`src/ntsc_pkg.sv`:
```
package ntsc_pkg;

  ////////////////////////////////////////
  // Stream and pixel widths
  ////////////////////////////////////////

  // One CCIR656 word per clock from the decoder
  localparam int WORD_W = 10;

  // Bits kept per component after truncation
  localparam int PACK_W = 6;

  // Two packed pixels, three components each
  localparam int PAIR_W = 6 * PACK_W;

  // Assembled pixel is {Y, Cr, Cb} at full word width
  localparam int PIX_W = 3 * WORD_W;

  ////////////////////////////////////////
  // Timing reference words
  ////////////////////////////////////////

  // Preamble is FF, 00, 00 then the timing code
  localparam logic [WORD_W-1:0] PREAMBLE_FF = 10'h3FF;
  localparam logic [WORD_W-1:0] PREAMBLE_00 = 10'h000;

  // Legal timing codes
  // Bit 8 is F, bit 7 is V, bit 6 is H, low bits are protection
  localparam logic [7:0][WORD_W-1:0] TIMING_CODES = {
    10'h3C4, 10'h3B0, 10'h368, 10'h31C,
    10'h2D8, 10'h2AC, 10'h274, 10'h200
  };

  // Chroma midpoint, used until the first Cr of a line arrives
  localparam logic [WORD_W-1:0] NEUTRAL_CHROMA = 10'h200;

  ////////////////////////////////////////
  // State encodings
  ////////////////////////////////////////

  // Preamble hunt
  typedef enum logic [2:0] {
    HUNT,
    GOT_FF,
    GOT_00A,
    GOT_00B,
    ACTIVE
  } sync_state_t;

  // Position inside a Cb Y Cr Y group
  typedef enum logic [1:0] {
    PH_CB,
    PH_Y0,
    PH_CR,
    PH_Y1
  } sample_phase_t;

endpackage

```
`src/ccir656_sync.sv`:
```
`timescale 1ns/1ps

module ccir656_sync (
  input  logic                        clk,
  input  logic                        reset,
  input  logic [ntsc_pkg::WORD_W-1:0] video_word,
  output logic                        line_start,
  output logic                        line_active,
  output logic                        line_abort,
  output logic                        field
);

  ntsc_pkg::sync_state_t state;

  // Word matches one of the eight legal codes
  logic code_legal;

  // Legal code that opens an active video line (H=0, V=0)
  logic active_sav;

  // Start of a new preamble
  logic is_ff;

  // Second or third preamble word
  logic is_00;

  ////////////////////////////////////////
  // Code decode
  ////////////////////////////////////////

  always_comb
  begin
    code_legal = 1'b0;
    for (int i = 0; i < 8; i++)
    begin
      if (video_word == ntsc_pkg::TIMING_CODES[i])
        code_legal = 1'b1;
    end
  end

  assign is_ff      = (video_word == ntsc_pkg::PREAMBLE_FF);
  assign is_00      = (video_word == ntsc_pkg::PREAMBLE_00);
  assign active_sav = code_legal && !video_word[7] && !video_word[6];

  // High for every data word of an active line
  assign line_active = (state == ntsc_pkg::ACTIVE);

  ////////////////////////////////////////
  // Preamble hunt FSM
  ////////////////////////////////////////

  always_ff @(posedge clk)
  begin
    if (reset)
    begin
      state      <= ntsc_pkg::HUNT;
      line_start <= 1'b0;
      line_abort <= 1'b0;
      field      <= 1'b0;
    end
    else
    begin
      // Strobes last one cycle
      line_start <= 1'b0;
      line_abort <= 1'b0;
      case (state)
        ntsc_pkg::HUNT:
          if (is_ff)
            state <= ntsc_pkg::GOT_FF;
        ntsc_pkg::GOT_FF:
          // Repeated FF keeps us one step in
          if (is_00)
            state <= ntsc_pkg::GOT_00A;
          else if (!is_ff)
            state <= ntsc_pkg::HUNT;
        ntsc_pkg::GOT_00A:
          if (is_00)
            state <= ntsc_pkg::GOT_00B;
          else if (is_ff)
            state <= ntsc_pkg::GOT_FF;
          else
            state <= ntsc_pkg::HUNT;
        ntsc_pkg::GOT_00B:
        begin
          // EAV, blanking SAV and illegal words all fall back to the hunt
          if (code_legal)
            field <= video_word[8];
          if (active_sav)
          begin
            state      <= ntsc_pkg::ACTIVE;
            line_start <= 1'b1;
          end
          else
            state <= ntsc_pkg::HUNT;
        end
        ntsc_pkg::ACTIVE:
          // Any FF ends the line, whether early or a regular EAV
          if (is_ff)
          begin
            state      <= ntsc_pkg::GOT_FF;
            line_abort <= 1'b1;
          end
        default:
          state <= ntsc_pkg::HUNT;
      endcase
    end
  end

endmodule

```
`src/ntsc_capture.sv`:
```
`timescale 1ns/1ps

module ntsc_capture (
  input  logic                        clk,
  input  logic                        reset,
  input  logic [ntsc_pkg::WORD_W-1:0] video_word,
  output logic [ntsc_pkg::PAIR_W-1:0] captured_pixels,
  output logic                        pixel_flag,
  output logic                        frame_flag,
  output logic                        field
);

  // Line control from the sync stage
  logic line_start;
  logic line_active;
  logic line_abort;

  // Pixels out of the demux
  logic [ntsc_pkg::PIX_W-1:0] pixel;
  logic                       pixel_valid;

  ////////////////////////////////////////
  // Input side
  ////////////////////////////////////////

  ccir656_sync u_sync (
    .clk         (clk),
    .reset       (reset),
    .video_word  (video_word),
    .line_start  (line_start),
    .line_active (line_active),
    .line_abort  (line_abort),
    .field       (field)
  );

  // Sample separation
  ycrcb_demux u_demux (
    .clk         (clk),
    .reset       (reset),
    .video_word  (video_word),
    .line_start  (line_start),
    .line_active (line_active),
    .pixel       (pixel),
    .pixel_valid (pixel_valid)
  );

  ////////////////////////////////////////
  // Output side
  ////////////////////////////////////////

  pixel_pair_packer u_packer (
    .clk             (clk),
    .reset           (reset),
    .pixel           (pixel),
    .pixel_valid     (pixel_valid),
    .line_start      (line_start),
    .line_abort      (line_abort),
    .field           (field),
    .captured_pixels (captured_pixels),
    .pixel_flag      (pixel_flag),
    .frame_flag      (frame_flag)
  );

endmodule

```
`src/pixel_pair_packer.sv`:
```
`timescale 1ns/1ps

module pixel_pair_packer (
  input  logic                        clk,
  input  logic                        reset,
  input  logic [ntsc_pkg::PIX_W-1:0]  pixel,
  input  logic                        pixel_valid,
  input  logic                        line_start,
  input  logic                        line_abort,
  input  logic                        field,
  output logic [ntsc_pkg::PAIR_W-1:0] captured_pixels,
  output logic                        pixel_flag,
  output logic                        frame_flag
);

  localparam int HALF_W = ntsc_pkg::PAIR_W / 2;

  // Upper bits of Y, Cr and Cb in that order
  function automatic logic [HALF_W-1:0] trunc_pixel(input logic [ntsc_pkg::PIX_W-1:0] p);
    logic [ntsc_pkg::PACK_W-1:0] y_t;
    logic [ntsc_pkg::PACK_W-1:0] cr_t;
    logic [ntsc_pkg::PACK_W-1:0] cb_t;
    y_t  = p[3*ntsc_pkg::WORD_W-1 -: ntsc_pkg::PACK_W];
    cr_t = p[2*ntsc_pkg::WORD_W-1 -: ntsc_pkg::PACK_W];
    cb_t = p[ntsc_pkg::WORD_W-1 -: ntsc_pkg::PACK_W];
    return {y_t, cr_t, cb_t};
  endfunction

  // First pixel of an open pair
  logic [HALF_W-1:0] first_half;
  logic              half_valid;

  // Field of the previous line start
  logic prev_field;

  ////////////////////////////////////////
  // Pair assembly
  ////////////////////////////////////////

  always_ff @(posedge clk)
  begin
    if (reset)
    begin
      half_valid <= 1'b0;
      pixel_flag <= 1'b0;
    end
    else
    begin
      pixel_flag <= 1'b0;
      // A line boundary drops any open half pair
      // and also the pixel the aborting FF word produced
      if (line_start || line_abort)
        half_valid <= 1'b0;
      else if (pixel_valid)
      begin
        half_valid <= !half_valid;
        pixel_flag <= half_valid;
      end
    end
  end

  always_ff @(posedge clk)
  begin
    if (pixel_valid && !half_valid)
      first_half <= trunc_pixel(pixel);
    if (pixel_valid && half_valid)
      captured_pixels <= {first_half, trunc_pixel(pixel)};
  end

  ////////////////////////////////////////
  // Frame strobe
  ////////////////////////////////////////

  // Odd field (F=0) following an even one marks a new frame
  always_ff @(posedge clk)
  begin
    if (reset)
    begin
      prev_field <= 1'b1;
      frame_flag <= 1'b0;
    end
    else
    begin
      frame_flag <= line_start && prev_field && !field;
      if (line_start)
        prev_field <= field;
    end
  end

endmodule

```
`src/ycrcb_demux.sv`:
```
`timescale 1ns/1ps

module ycrcb_demux (
  input  logic                        clk,
  input  logic                        reset,
  input  logic [ntsc_pkg::WORD_W-1:0] video_word,
  input  logic                        line_start,
  input  logic                        line_active,
  output logic [ntsc_pkg::PIX_W-1:0]  pixel,
  output logic                        pixel_valid
);

  ntsc_pkg::sample_phase_t phase;

  // Phase of the word sampled this cycle
  // First word after line start is always Cb
  ntsc_pkg::sample_phase_t cur_phase;
  ntsc_pkg::sample_phase_t next_phase;

  // Chroma holding registers
  logic [ntsc_pkg::WORD_W-1:0] cb_hold;
  logic [ntsc_pkg::WORD_W-1:0] cr_hold;

  logic is_y;

  assign cur_phase = line_start ? ntsc_pkg::PH_CB : phase;
  assign is_y = (cur_phase == ntsc_pkg::PH_Y0) || (cur_phase == ntsc_pkg::PH_Y1);

  always_comb
  begin
    case (cur_phase)
      ntsc_pkg::PH_CB: next_phase = ntsc_pkg::PH_Y0;
      ntsc_pkg::PH_Y0: next_phase = ntsc_pkg::PH_CR;
      ntsc_pkg::PH_CR: next_phase = ntsc_pkg::PH_Y1;
      default:         next_phase = ntsc_pkg::PH_CB;
    endcase
  end

  ////////////////////////////////////////
  // Phase tracking and valid strobe
  ////////////////////////////////////////

  always_ff @(posedge clk)
  begin
    if (reset)
    begin
      phase       <= ntsc_pkg::PH_CB;
      pixel_valid <= 1'b0;
    end
    else
    begin
      pixel_valid <= line_active && is_y;
      if (line_active)
        phase <= next_phase;
    end
  end

  ////////////////////////////////////////
  // Sample capture and pixel assembly
  ////////////////////////////////////////

  always_ff @(posedge clk)
  begin
    // No Cr seen yet in this line
    if (line_start)
      cr_hold <= ntsc_pkg::NEUTRAL_CHROMA;
    else if (line_active && cur_phase == ntsc_pkg::PH_CR)
      cr_hold <= video_word;
    if (line_active && cur_phase == ntsc_pkg::PH_CB)
      cb_hold <= video_word;
    // Y0 pairs with the previous Cr, Y1 with this group's Cr
    if (line_active && is_y)
      pixel <= {video_word, cr_hold, cb_hold};
  end

endmodule

```
`config.mk`:
```
export PLATFORM = sky130hd
export DESIGN_NAME = ntsc_capture
export DESIGN_NICKNAME = d
export VERILOG_FILES = /design/src/ntsc_pkg.sv /design/src/ccir656_sync.sv /design/src/ntsc_capture.sv /design/src/pixel_pair_packer.sv /design/src/ycrcb_demux.sv
export SDC_FILE = /design/constraint.sdc
export NUM_CORES = 1
export LEC_CHECK = 0
export BUFFER_PORTS_ARGS = -buffer_cell sky130_fd_sc_hd__buf_2
export CORE_MARGIN = 8
export CORE_UTILIZATION = 57
export CTS_CLUSTER_DIAMETER = 60
export DETAILED_ROUTE_END_ITERATION = 12
export MAX_ROUTING_LAYER = met4
export PLACE_DENSITY = 0.8
export RECOVER_POWER = 50
export SYNTH_ARGS = -nofsm -noshare
export SYNTH_HDL_FRONTEND = slang
export SYNTH_HIERARCHICAL = 1
export SYNTH_SLANG_ARGS = --single-unit
```
`constraint.sdc`:
```
create_clock -name clk -period 2 [get_ports clk]
set_input_delay 0.2 -clock clk [delete_from_list [all_inputs] [get_ports clk]]
set_output_delay 0.2 -clock clk [all_outputs]
set_load 0.01 [all_outputs]
```
Word-level counts from Yosys, hierarchy flattened
Cells that the tools add are included.
{ "totals": {"register_bits": 117, "elab_cells": 80} }
{ "op_classes": {"n_eq_ne": 18, "n_mux": 19, "bitwise_logic": 3, "n_reduce_logical": 25} }
{ "ops": {"columns": ["operator", "count"], "rows": [
  ["$eq 10x10->1 const B", 9],
  ["$mux 3", 5],
  ["$pmux 3 s4", 1],
  ["$mux 1", 11],
  ["$logic_not 10->1", 1],
  ["$logic_and 1x1->1", 9],
  ["$reduce_or 2->1", 4],
  ["$eq 3x2->1 const B", 2],
  ["$pmux 2 s3", 1],
  ["$eq 2x2->1 const B", 2],
  ["$logic_not 1->1", 4],
  ["$reduce_and 2->1", 2],
  ["$eq 3x1->1 const B", 1],
  ["$eq 3x3->1 const B", 1],
  ["$logic_not 3->1", 1],
  ["$ne 3x3->1 const B", 1],
  ["$not 1->1", 3],
  ["$reduce_or 3->1", 1],
  ["$eq 2x1->1 const B", 1],
  ["$logic_not 2->1", 1],
  ["$logic_or 1x1->1", 2],
  ["$mux 2", 1],
  ["$ne 2x1->1 const B", 1]
]} }

Longest topological paths before layout
Gate-level depths: netlist of run 1.
{ "logic_depth": {"word_depth": 13, "ltp_mapped": 6, "mapped_depth_nobuf": 5} }

Hierarchy
The synthesis of run 1 kept the hierarchy.
{ "modules_own_cells": {"columns": ["mod", "n_inst", "cells_each", "area_per_inst_um2", "seq_area_each_um2"], "rows": [
  ["ycrcb_demux", 1, 97, 1793.0, 1461.4],
  ["pixel_pair_packer", 1, 66, 1780.5, 1701.6],
  ["ccir656_sync", 1, 48, 414.1, 120.1]
]} }

Worst setup path after synthesis of run 1
Ideal clock, no wire load.
{ "synth_path": {"kind": "input -> register", "start": "input port video_word[4] (netlist bit)", "end": "register u_sync.state[0]", "setup_ps": 66, "arrival_time_ps": 1558, "required_time_ps": 1934, "slack_ps": 376, "stages": 4, "n_path_buf": 0, "cell_sequence": "or4_1 or3b_1 or3b_1 a21oi_2"} }
{ "synth_via": {"elab_chain_len": 4} }
{ "synth_lines": {"columns": ["element", "line_no", "source"], "rows": [
  ["start, declared", "ntsc_capture.sv:6", "input logic [ntsc_pkg::WORD_W-1:0] video_word,"],
  ["$eq 10x10->1", "ccir656_sync.sv:41", "assign is_ff = (video_word == ntsc_pkg::PREAMBLE_FF);"],
  ["$mux 1", "ccir656_sync.sv:79", "else if (is_ff)"],
  ["$mux 3", "ccir656_sync.sv:77", "if (is_00)"],
  ["$pmux 3 s4", "ccir656_sync.sv:66", "case (state)"],
  ["end signal, assigned", "ccir656_sync.sv:69", "state <= ntsc_pkg::GOT_FF;"],
  ["end signal, assigned", "ccir656_sync.sv:78", "state <= ntsc_pkg::GOT_00B;"],
  ["end signal, assigned", "ccir656_sync.sv:80", "state <= ntsc_pkg::GOT_FF;"],
  ["end, declared", "ccir656_sync.sv:13", "ntsc_pkg::sync_state_t state;"]
]} }
Several ways; a longest one is shown, not always the timed one.
A chain may end at the register's enable or synchronous reset.

Final worst setup path of run 1
{ "layout_path": {"start": "register u_sync.state[1]", "end": "register u_demux/pixel[28] (netlist bit), enable pin"} }
{ "layout_via": {"elab_chain_len": 2} }
{ "layout_lines": {"columns": ["element", "line_no", "source"], "rows": [
  ["start signal, assigned", "ccir656_sync.sv:56", "state <= ntsc_pkg::HUNT;"],
  ["start signal, assigned", "ccir656_sync.sv:69", null],
  ["start signal, assigned", "ccir656_sync.sv:73", "state <= ntsc_pkg::GOT_00A;"],
  ["$eq 3x3->1", "ccir656_sync.sv:46", "assign line_active = (state == ntsc_pkg::ACTIVE);"],
  ["net line_active", "ntsc_capture.sv:15", "logic line_active;"],
  ["$logic_and 1x1->1", "ycrcb_demux.sv:72", "if (line_active && is_y)"],
  ["end signal, assigned", "ycrcb_demux.sv:73", "pixel <= {video_word, cr_hold, cb_hold};"],
  ["end, declared", "ycrcb_demux.sv:9", "output logic [ntsc_pkg::PIX_W-1:0] pixel,"]
]} }
The timed path passes the listed nets, and every way through them passes these cells.

==> summary.md, run 1 <==
| Metric | Value |
|---|---|
| Worst Setup Path Type | `register to register` |
| Largest net degree at the start of global routing | `38` |
| Leak | `roughly 1.3 nW` |
| Flop2flop setup slack | `0.35 ns` |
| Clock Latency Late Sink | `approximately 0.34 ns` |
| First-pass GRT wire length | `slightly below 8 mm` |
| Worst-Margin Slew | `about 0.62 ns` |
| Total power | `roughly 3.4 mW` |
| Mapped cell area | `between 3000 and 4000 um2` |
| Die extent in x | `~90 um` |
| Post-Route WL | `~5.0 mm` |
| Post-route ant nets | `0` |
| Cell Area, Placed | `between 3000 and 4000 um2` |
| Max-slew violation count | `0` |
| R2R depth | `4` |
| Core area | `approximately 5800 um2` |
| DP Wirelength | `about 3.5 mm` |
| Final Hold Fails | `0` |
| Worst Setup Start Kind | `register` |
| Cell Count, Final, Fillers Out | `approximately 320` |
| Psw | `0.649 mW` |
| Combinational Power Share | `roughly 1.6%` |
| All-Layer GR Usage | `about an eighth` |
| Layout cells sized above 1 | `approximately a fifth` |
| Layout Nets | `between 200 and 300` |
| HP Class | `input port to register` |
| Die area | `between 8000 and 9000 um2` |
| CTS tree | `built` |
| Worst slew margin | `58.5%` |
| Setup_tns | `0 ns` |
| Max FO, Critical Path | `20` |
| Fillers | `around 430` |
| Vias per inst | `roughly 5.2` |
| Clk_skew | `between 0.006 and 0.007 ns` |
| Layout area overhead | `14.4%` |
| Sink Count | `between 90 and 100` |
| Fin crit share | `slightly above 80%` |
| Number of global-route vias before repair | `about 1700` |
| Final GP Congestion | `0.864` |
| Kind of end point of the critical path | `register` |
| Post-synthesis average cell area | `18.6 um2` |
| Initial DRC count | `48` |
| Number of post-CTS setup repair buffers | `0` |
| Switching share of power | `a little under a fifth` |
| Max Clock Freq | `607 MHz` |
| Die Y | `92.5 um` |
| Yosys warns | `6` |
| Crit path DAT | `1.63 ns` |
| Initial Util | `57.7%` |
| Overflow after GRT | `0` |
| # rows | `28` |
| Placed Instances | `between 300 and 400` |
| Reg clk slew, reported paths | `0.08 ns` |
| DRC violations left | `0` |
| CTS Root Cell | `clkbuf_8` |
| H-tree levels | `3` |
| Initial antenna violation count | `0` |
| IO buf count | `50` |
| Setup violations, final | `0` |
| Pwr per Cell Area | `~890 nW/um2` |
| Peak supply drop | `0.458 mV` |
| # IOs | `between 50 and 60` |
| Max_cap viols | `0` |
| Worst hold path stage count | `2` |
| Avg WL per Cell | `15.7 um` |
| RSZ-0062 raised after global routing | `no` |
| Finished Cell Area | `3820 um2` |
| Drt pass-1 iters | `4` |
| Cell count after synthesis | `around 180` |
| Clock Path Buffers | `2` |
| Vias post-DR | `between 1500 and 2000` |
| Ant. Diodes | `0` |
| Final Hold Slack | `~0.20 ns` |
| Power share of the clock group | `between 30% and 40%` |
| Pint | `2.76 mW` |
| Worst path required time | `around 2.0 ns` |
| Post_cts resized | `0` |
| Status | `complete, no violations` |
| Post-Synthesis Net Count | `192` |
| Tmin final | `approximately 1.6 ns` |
| Seq pwr share | `between 60% and 70%` |
| Hold Buf Count CTS | `0` |
| CTS Buf Count | `9` |
[worst max-delay path: stages, from the launching register on]
cell     delay, ns
dfxtp_1       0.37
nor2_1        0.15
nand2_1       0.10
inv_1         0.15
and3b_2       0.52
[cell usage in the layout (no fill, tap or decap), drive strengths merged, types with 2 or more instances in the layout]
cell and n:
inv 3, a211o 3, or3b 2, clkbuf 39, and2 2, mux2i 7, nand3 3, nand2 2
xnor2 2, a21oi 2, or4 2, edfxtp 78, o21ai 4, nand4 3, nor3 5, buf 22
nand2b 11, nor4 2, dfxtp 19, clkinv 4, nor2b 5, nor2 5, and4bb 6, and3b 2
[final timing paths]
kind	from	end
worst max-delay path	u_sync/state[1]	u_demux/pixel[28]
worst min-delay path	reset	u_sync/state[0]
worst max register to register	u_sync/state[1]	u_demux/pixel[28]
worst min register to register	u_demux/cb_hold[9]	u_demux/pixel[9]
[power by group through the flow]
| stage | Sequential (mW) | Combinational, mW | Clock, mW |
|---|---|---|---|
| floorplan | 2.21 | 0.0222 | 0 |
| global placement | 2.21 | 0.0534 | 0 |
| detailed placement | 2.21 | 0.0558 | 0 |
| CTS | 2.16 | 0.0560 | 1.22 |
| global route | 2.16 | 0.0599 | 1.30 |
| finish | 2.16 | 0.0539 | 1.19 |
[layer usage]
| metal | vias to the layer above | wire length, um | global-route usage [%] |
|---|---|---|---|
| met5 | - | 0 | - |
| met4 | 0 | 59 | 8.05 |
| met3 | 4 | 358 | 3.72 |
| met2 | 60 | 2410 | 19.7 |
| met1 | 781 | 2190 | 13.9 |
| li1 | 811 | - | - |
[area by class of cell]
class / instances / area (um2) / share of cell area [%]
flip-flops and latches: 97 / 2720 / 71.3
multi-input cells: 77 / 573 / 15.0
repair buffers: 52 / 225 / 5.90
clock buffers: 9 / 124 / 3.25
well taps: 75 / 93.8 / 2.46
clock inverters: 7 / 70.1 / 1.84
inverters: 2 / 7.51 / 0.197
[sequential cells by signal, summed over array words and instances (netlist names)]
| signal | cells |
|---|---|
| u_packer/frame_flag | 1 |
| u_sync/field | 1 |
| u_sync/state | 3 |
| u_sync/line_start | 1 |
| u_demux/pixel | 18 |
| u_sync/line_abort | 1 |
| u_packer/captured_pixels | 36 |
| u_demux/cr_hold | 6 |
| u_demux/cb_hold | 6 |
| u_packer/first_half | 18 |
| u_demux/pixel_valid | 1 |
| u_demux/phase | 2 |
| u_packer/half_valid | 1 |
| u_packer/prev_field | 1 |
| u_packer/pixel_flag | 1 |
[through the flow]
step	setup slack [ns]	utilization, %
after detailed placement	0.157	63.5
after global placement	0.193	63.5
after global routing	0.268	66.0
after CTS	0.362	66.8
final	0.353	66.0
after floorplan	0.376	-
Power figures use the tool's default switching activity.
==> inputs of run 2 (changes only) <==
- ABC_AREA: default -> 1
- CORE_UTILIZATION: 57 -> 52
- PLACE_DENSITY: 0.8 -> 0.77
- clock period: 2 -> 1.45 ns (I/O delays scaled with it)
==> summary.md, run 2 <==
| Metric | Value |
|---|---|
| Status | `complete, no violations` |
| Vias post-DR | `1887 (+14%)` |
| Worst r2r src | `u_sync/state[2]` |
| Final GP Congestion | `0.813 (-5.9%)` |
| Mapped cell area | `3410 um2 (+2.3%)` |
| Number of post-CTS setup repair buffers | `0 (unchanged)` |
| Largest net degree at the start of global routing | `37 (-2.6%)` |
| Tmin final | `1.32 ns (-0.329 ns)` |
| Hold Buf Count CTS | `0 (unchanged)` |
| CTS tree | `built` |
| Layer with the highest usage | `met2` |
| Kind of end point of the critical path | `register` |
| Largest Register | `u_packer/captured_pixels` |
| Fin crit share | `90.9% (+8.6 points)` |
| Yosys warns | `6 (unchanged)` |
| Worst slew margin | `72.4% (+14 points)` |
| CTS Buf Count | `9 (unchanged)` |
| Initial DRC count | `61 (+27%)` |
| CTS Root Cell | `clkbuf_8` |
| Worst path required time | `1.51 ns (-0.48 ns)` |
| GR Util met2 | `19.2% (-0.56 points)` |
| Grt met1 use | `12.3% (-1.5 points)` |
| DP Wirelength | `3.74 mm (+6.7%)` |
| All-Layer GR Usage | `11.8% (-0.81 points)` |
| Flop2flop setup slack | `0.13 ns (-0.22 ns)` |
| Layout Nets | `331 (+31%)` |
| H-tree levels | `3 (unchanged)` |
| R2R depth | `4 (unchanged)` |
| Clk_skew | `0.00834 ns (+0.00139 ns)` |
| Crit path DAT | `1.38 ns (-0.25 ns)` |
| Post-synthesis average cell area | `13.5 um2 (-27%)` |
| Final Hold Fails | `0 (unchanged)` |
| Total power | `4.54 mW (+33%)` |
| Worst Setup Start Kind | `register` |
| Overflow after GRT | `0 (unchanged)` |
| Initial Util | `53.8% (-4.0 points)` |
| RSZ-0062 raised after global routing | `no` |
| Post-route ant nets | `0 (unchanged)` |
| Commonest cells after routing, fill and taps aside | `edfxtp_1 (78), nand2_1 (46), nor2_1 (35)` |
| Clock Latency Late Sink | `0.34 ns (about the same)` |
| Terminus of the critical flop-to-flop path | `u_demux/pixel[26]` |
| # IOs | `51 (unchanged)` |
| First-pass GRT wire length | `8.70 mm (+9.4%)` |
| Max_cap viols | `0 (unchanged)` |
| Sink Count | `97 (unchanged)` |
| Die area | `9410 um2 (+10%)` |
| Avg WL per Cell | `12.9 um (-18%)` |
| Worst Setup Path Type | `register to register` |
| Layout cells sized above 1 | `17.6% (-2.8 points)` |
| HP Class | `input port to register` |
| Ant. Diodes | `0 (unchanged)` |
| Worst hold path stage count | `2 (unchanged)` |
| Pwr per Cell Area | `1140 nW/um2 (+28%)` |
| Number of global-route vias before repair | `1969 (+17%)` |
| Max Clock Freq | `758 MHz (+25%)` |
| Cell count after synthesis | `252 (+41%)` |
| Most common cell after layout, fill and taps aside | `edfxtp_1` |
| Worst-Margin Slew | `0.413 ns (-0.209 ns)` |
| Max FO, Critical Path | `6 (-70%)` |
| Setup_tns | `0 ns (unchanged)` |
| Max reg flops | `36 (unchanged)` |
| DRC violations left | `0 (unchanged)` |
| Largest regs | `u_packer/captured_pixels (36), u_demux/pixel (18), u_packer/first_half (18)` |
| Post_cts resized | `0 (unchanged)` |
| Final Hold Slack | `0.0889 ns (-0.113 ns)` |
| Die Y | `97.0 um (+4.9%)` |
| Layout area overhead | `16.3%` |
| # rows | `29 (+3.6%)` |
| Leak | `1.49 nW (+18%)` |
| Peak supply drop | `0.804 mV (+76%)` |
| Vias per inst | `4.72 (-9.1%)` |
| Critical path origin | `u_sync/state[2]` |
| Post-Synthesis Net Count | `265 (+38%)` |
| Reg clk slew, reported paths | `0.09 ns (about the same)` |
| Critical path destination | `u_demux/pixel[26]` |
| Drt pass-1 iters | `4 (unchanged)` |
| Core area | `6350 um2 (+9.8%)` |
| Grt met3 use | `3.91% (+0.19 points)` |
| Post-Route WL | `5.18 mm (+3.1%)` |
| Clock Path Buffers | `2 (unchanged)` |
| Setup violations, final | `0 (unchanged)` |
| IO buf count | `50 (unchanged)` |
| Initial antenna violation count | `0 (unchanged)` |
| Die extent in x | `97.0 um (+4.9%)` |
| Max-slew violation count | `0 (unchanged)` |
[run 2: area by class of cell]
| cell class | count | area, um2 |
|---|---|---|
| clock buffers | 11 | 131 |
| clock inverters | 5 | 38.8 |
| fillers | 480 | 2380 |
| inverters | 35 | 135 |
| multi-input cells | 117 | 554 |
| flip-flops and latches | 97 | 2720 |
| well taps | 77 | 96.3 |
| repair buffers | 58 | 293 |
[run 2: worst min-delay path by stage]
stage / from / to
6_report: reset / u_demux/phase[0]
5_1_grt: reset / u_demux/phase[1]
4_1_cts: video_word[9] / u_demux/cb_hold[9]
3_5_place_dp: u_packer/first_half[4] / u_packer/captured_pixels[22]
3_3_place_gp: u_packer/first_half[0] / u_packer/captured_pixels[18]
2_1_floorplan: reset / u_demux/phase[1]
[run 2: where the power goes]
part | total [mW] | internal (mW) | switching (mW) | leakage (nW)
Combinational | 0.0747 | 0.0212 | 0.0535 | 0.526
Sequential | 2.96 | 2.96 | 0.0000552 | 0.877
Clock | 1.50 | 0.637 | 0.868 | 0.0843
Total | 4.54 | 3.62 | 0.921 | 1.49
[run 2: layer usage]
layer  share of wire (%)  vias to the layer above  wire [um]
met5                   0                        -          0
met4                 1.9                        0         99
met3                 5.9                        8        303
met2                  49                       53       2520
met1                  44                      859       2260
li1                    -                      967          -
[run 2: per-stage QoR]
stage          cell area, um2  instances  setup WS (ns)  utilization (%)
4_1_cts                  4010        400          0.135             63.2
3_3_place_gp             3840        384          0.201             60.5
3_5_place_dp             3840        384          0.160             60.5
6_report                 3970        400          0.131             62.5
2_1_floorplan            3440        252        -0.0780                -
5_1_grt                  3970        400         0.0533             62.5
[run 2: critical path, stage by stage (launching register included)]
cell	delay, ns
dfxtp_1	0.38
nor3b_4	0.25
inv_2	0.11
nor2_4	0.13
buf_4	0.17
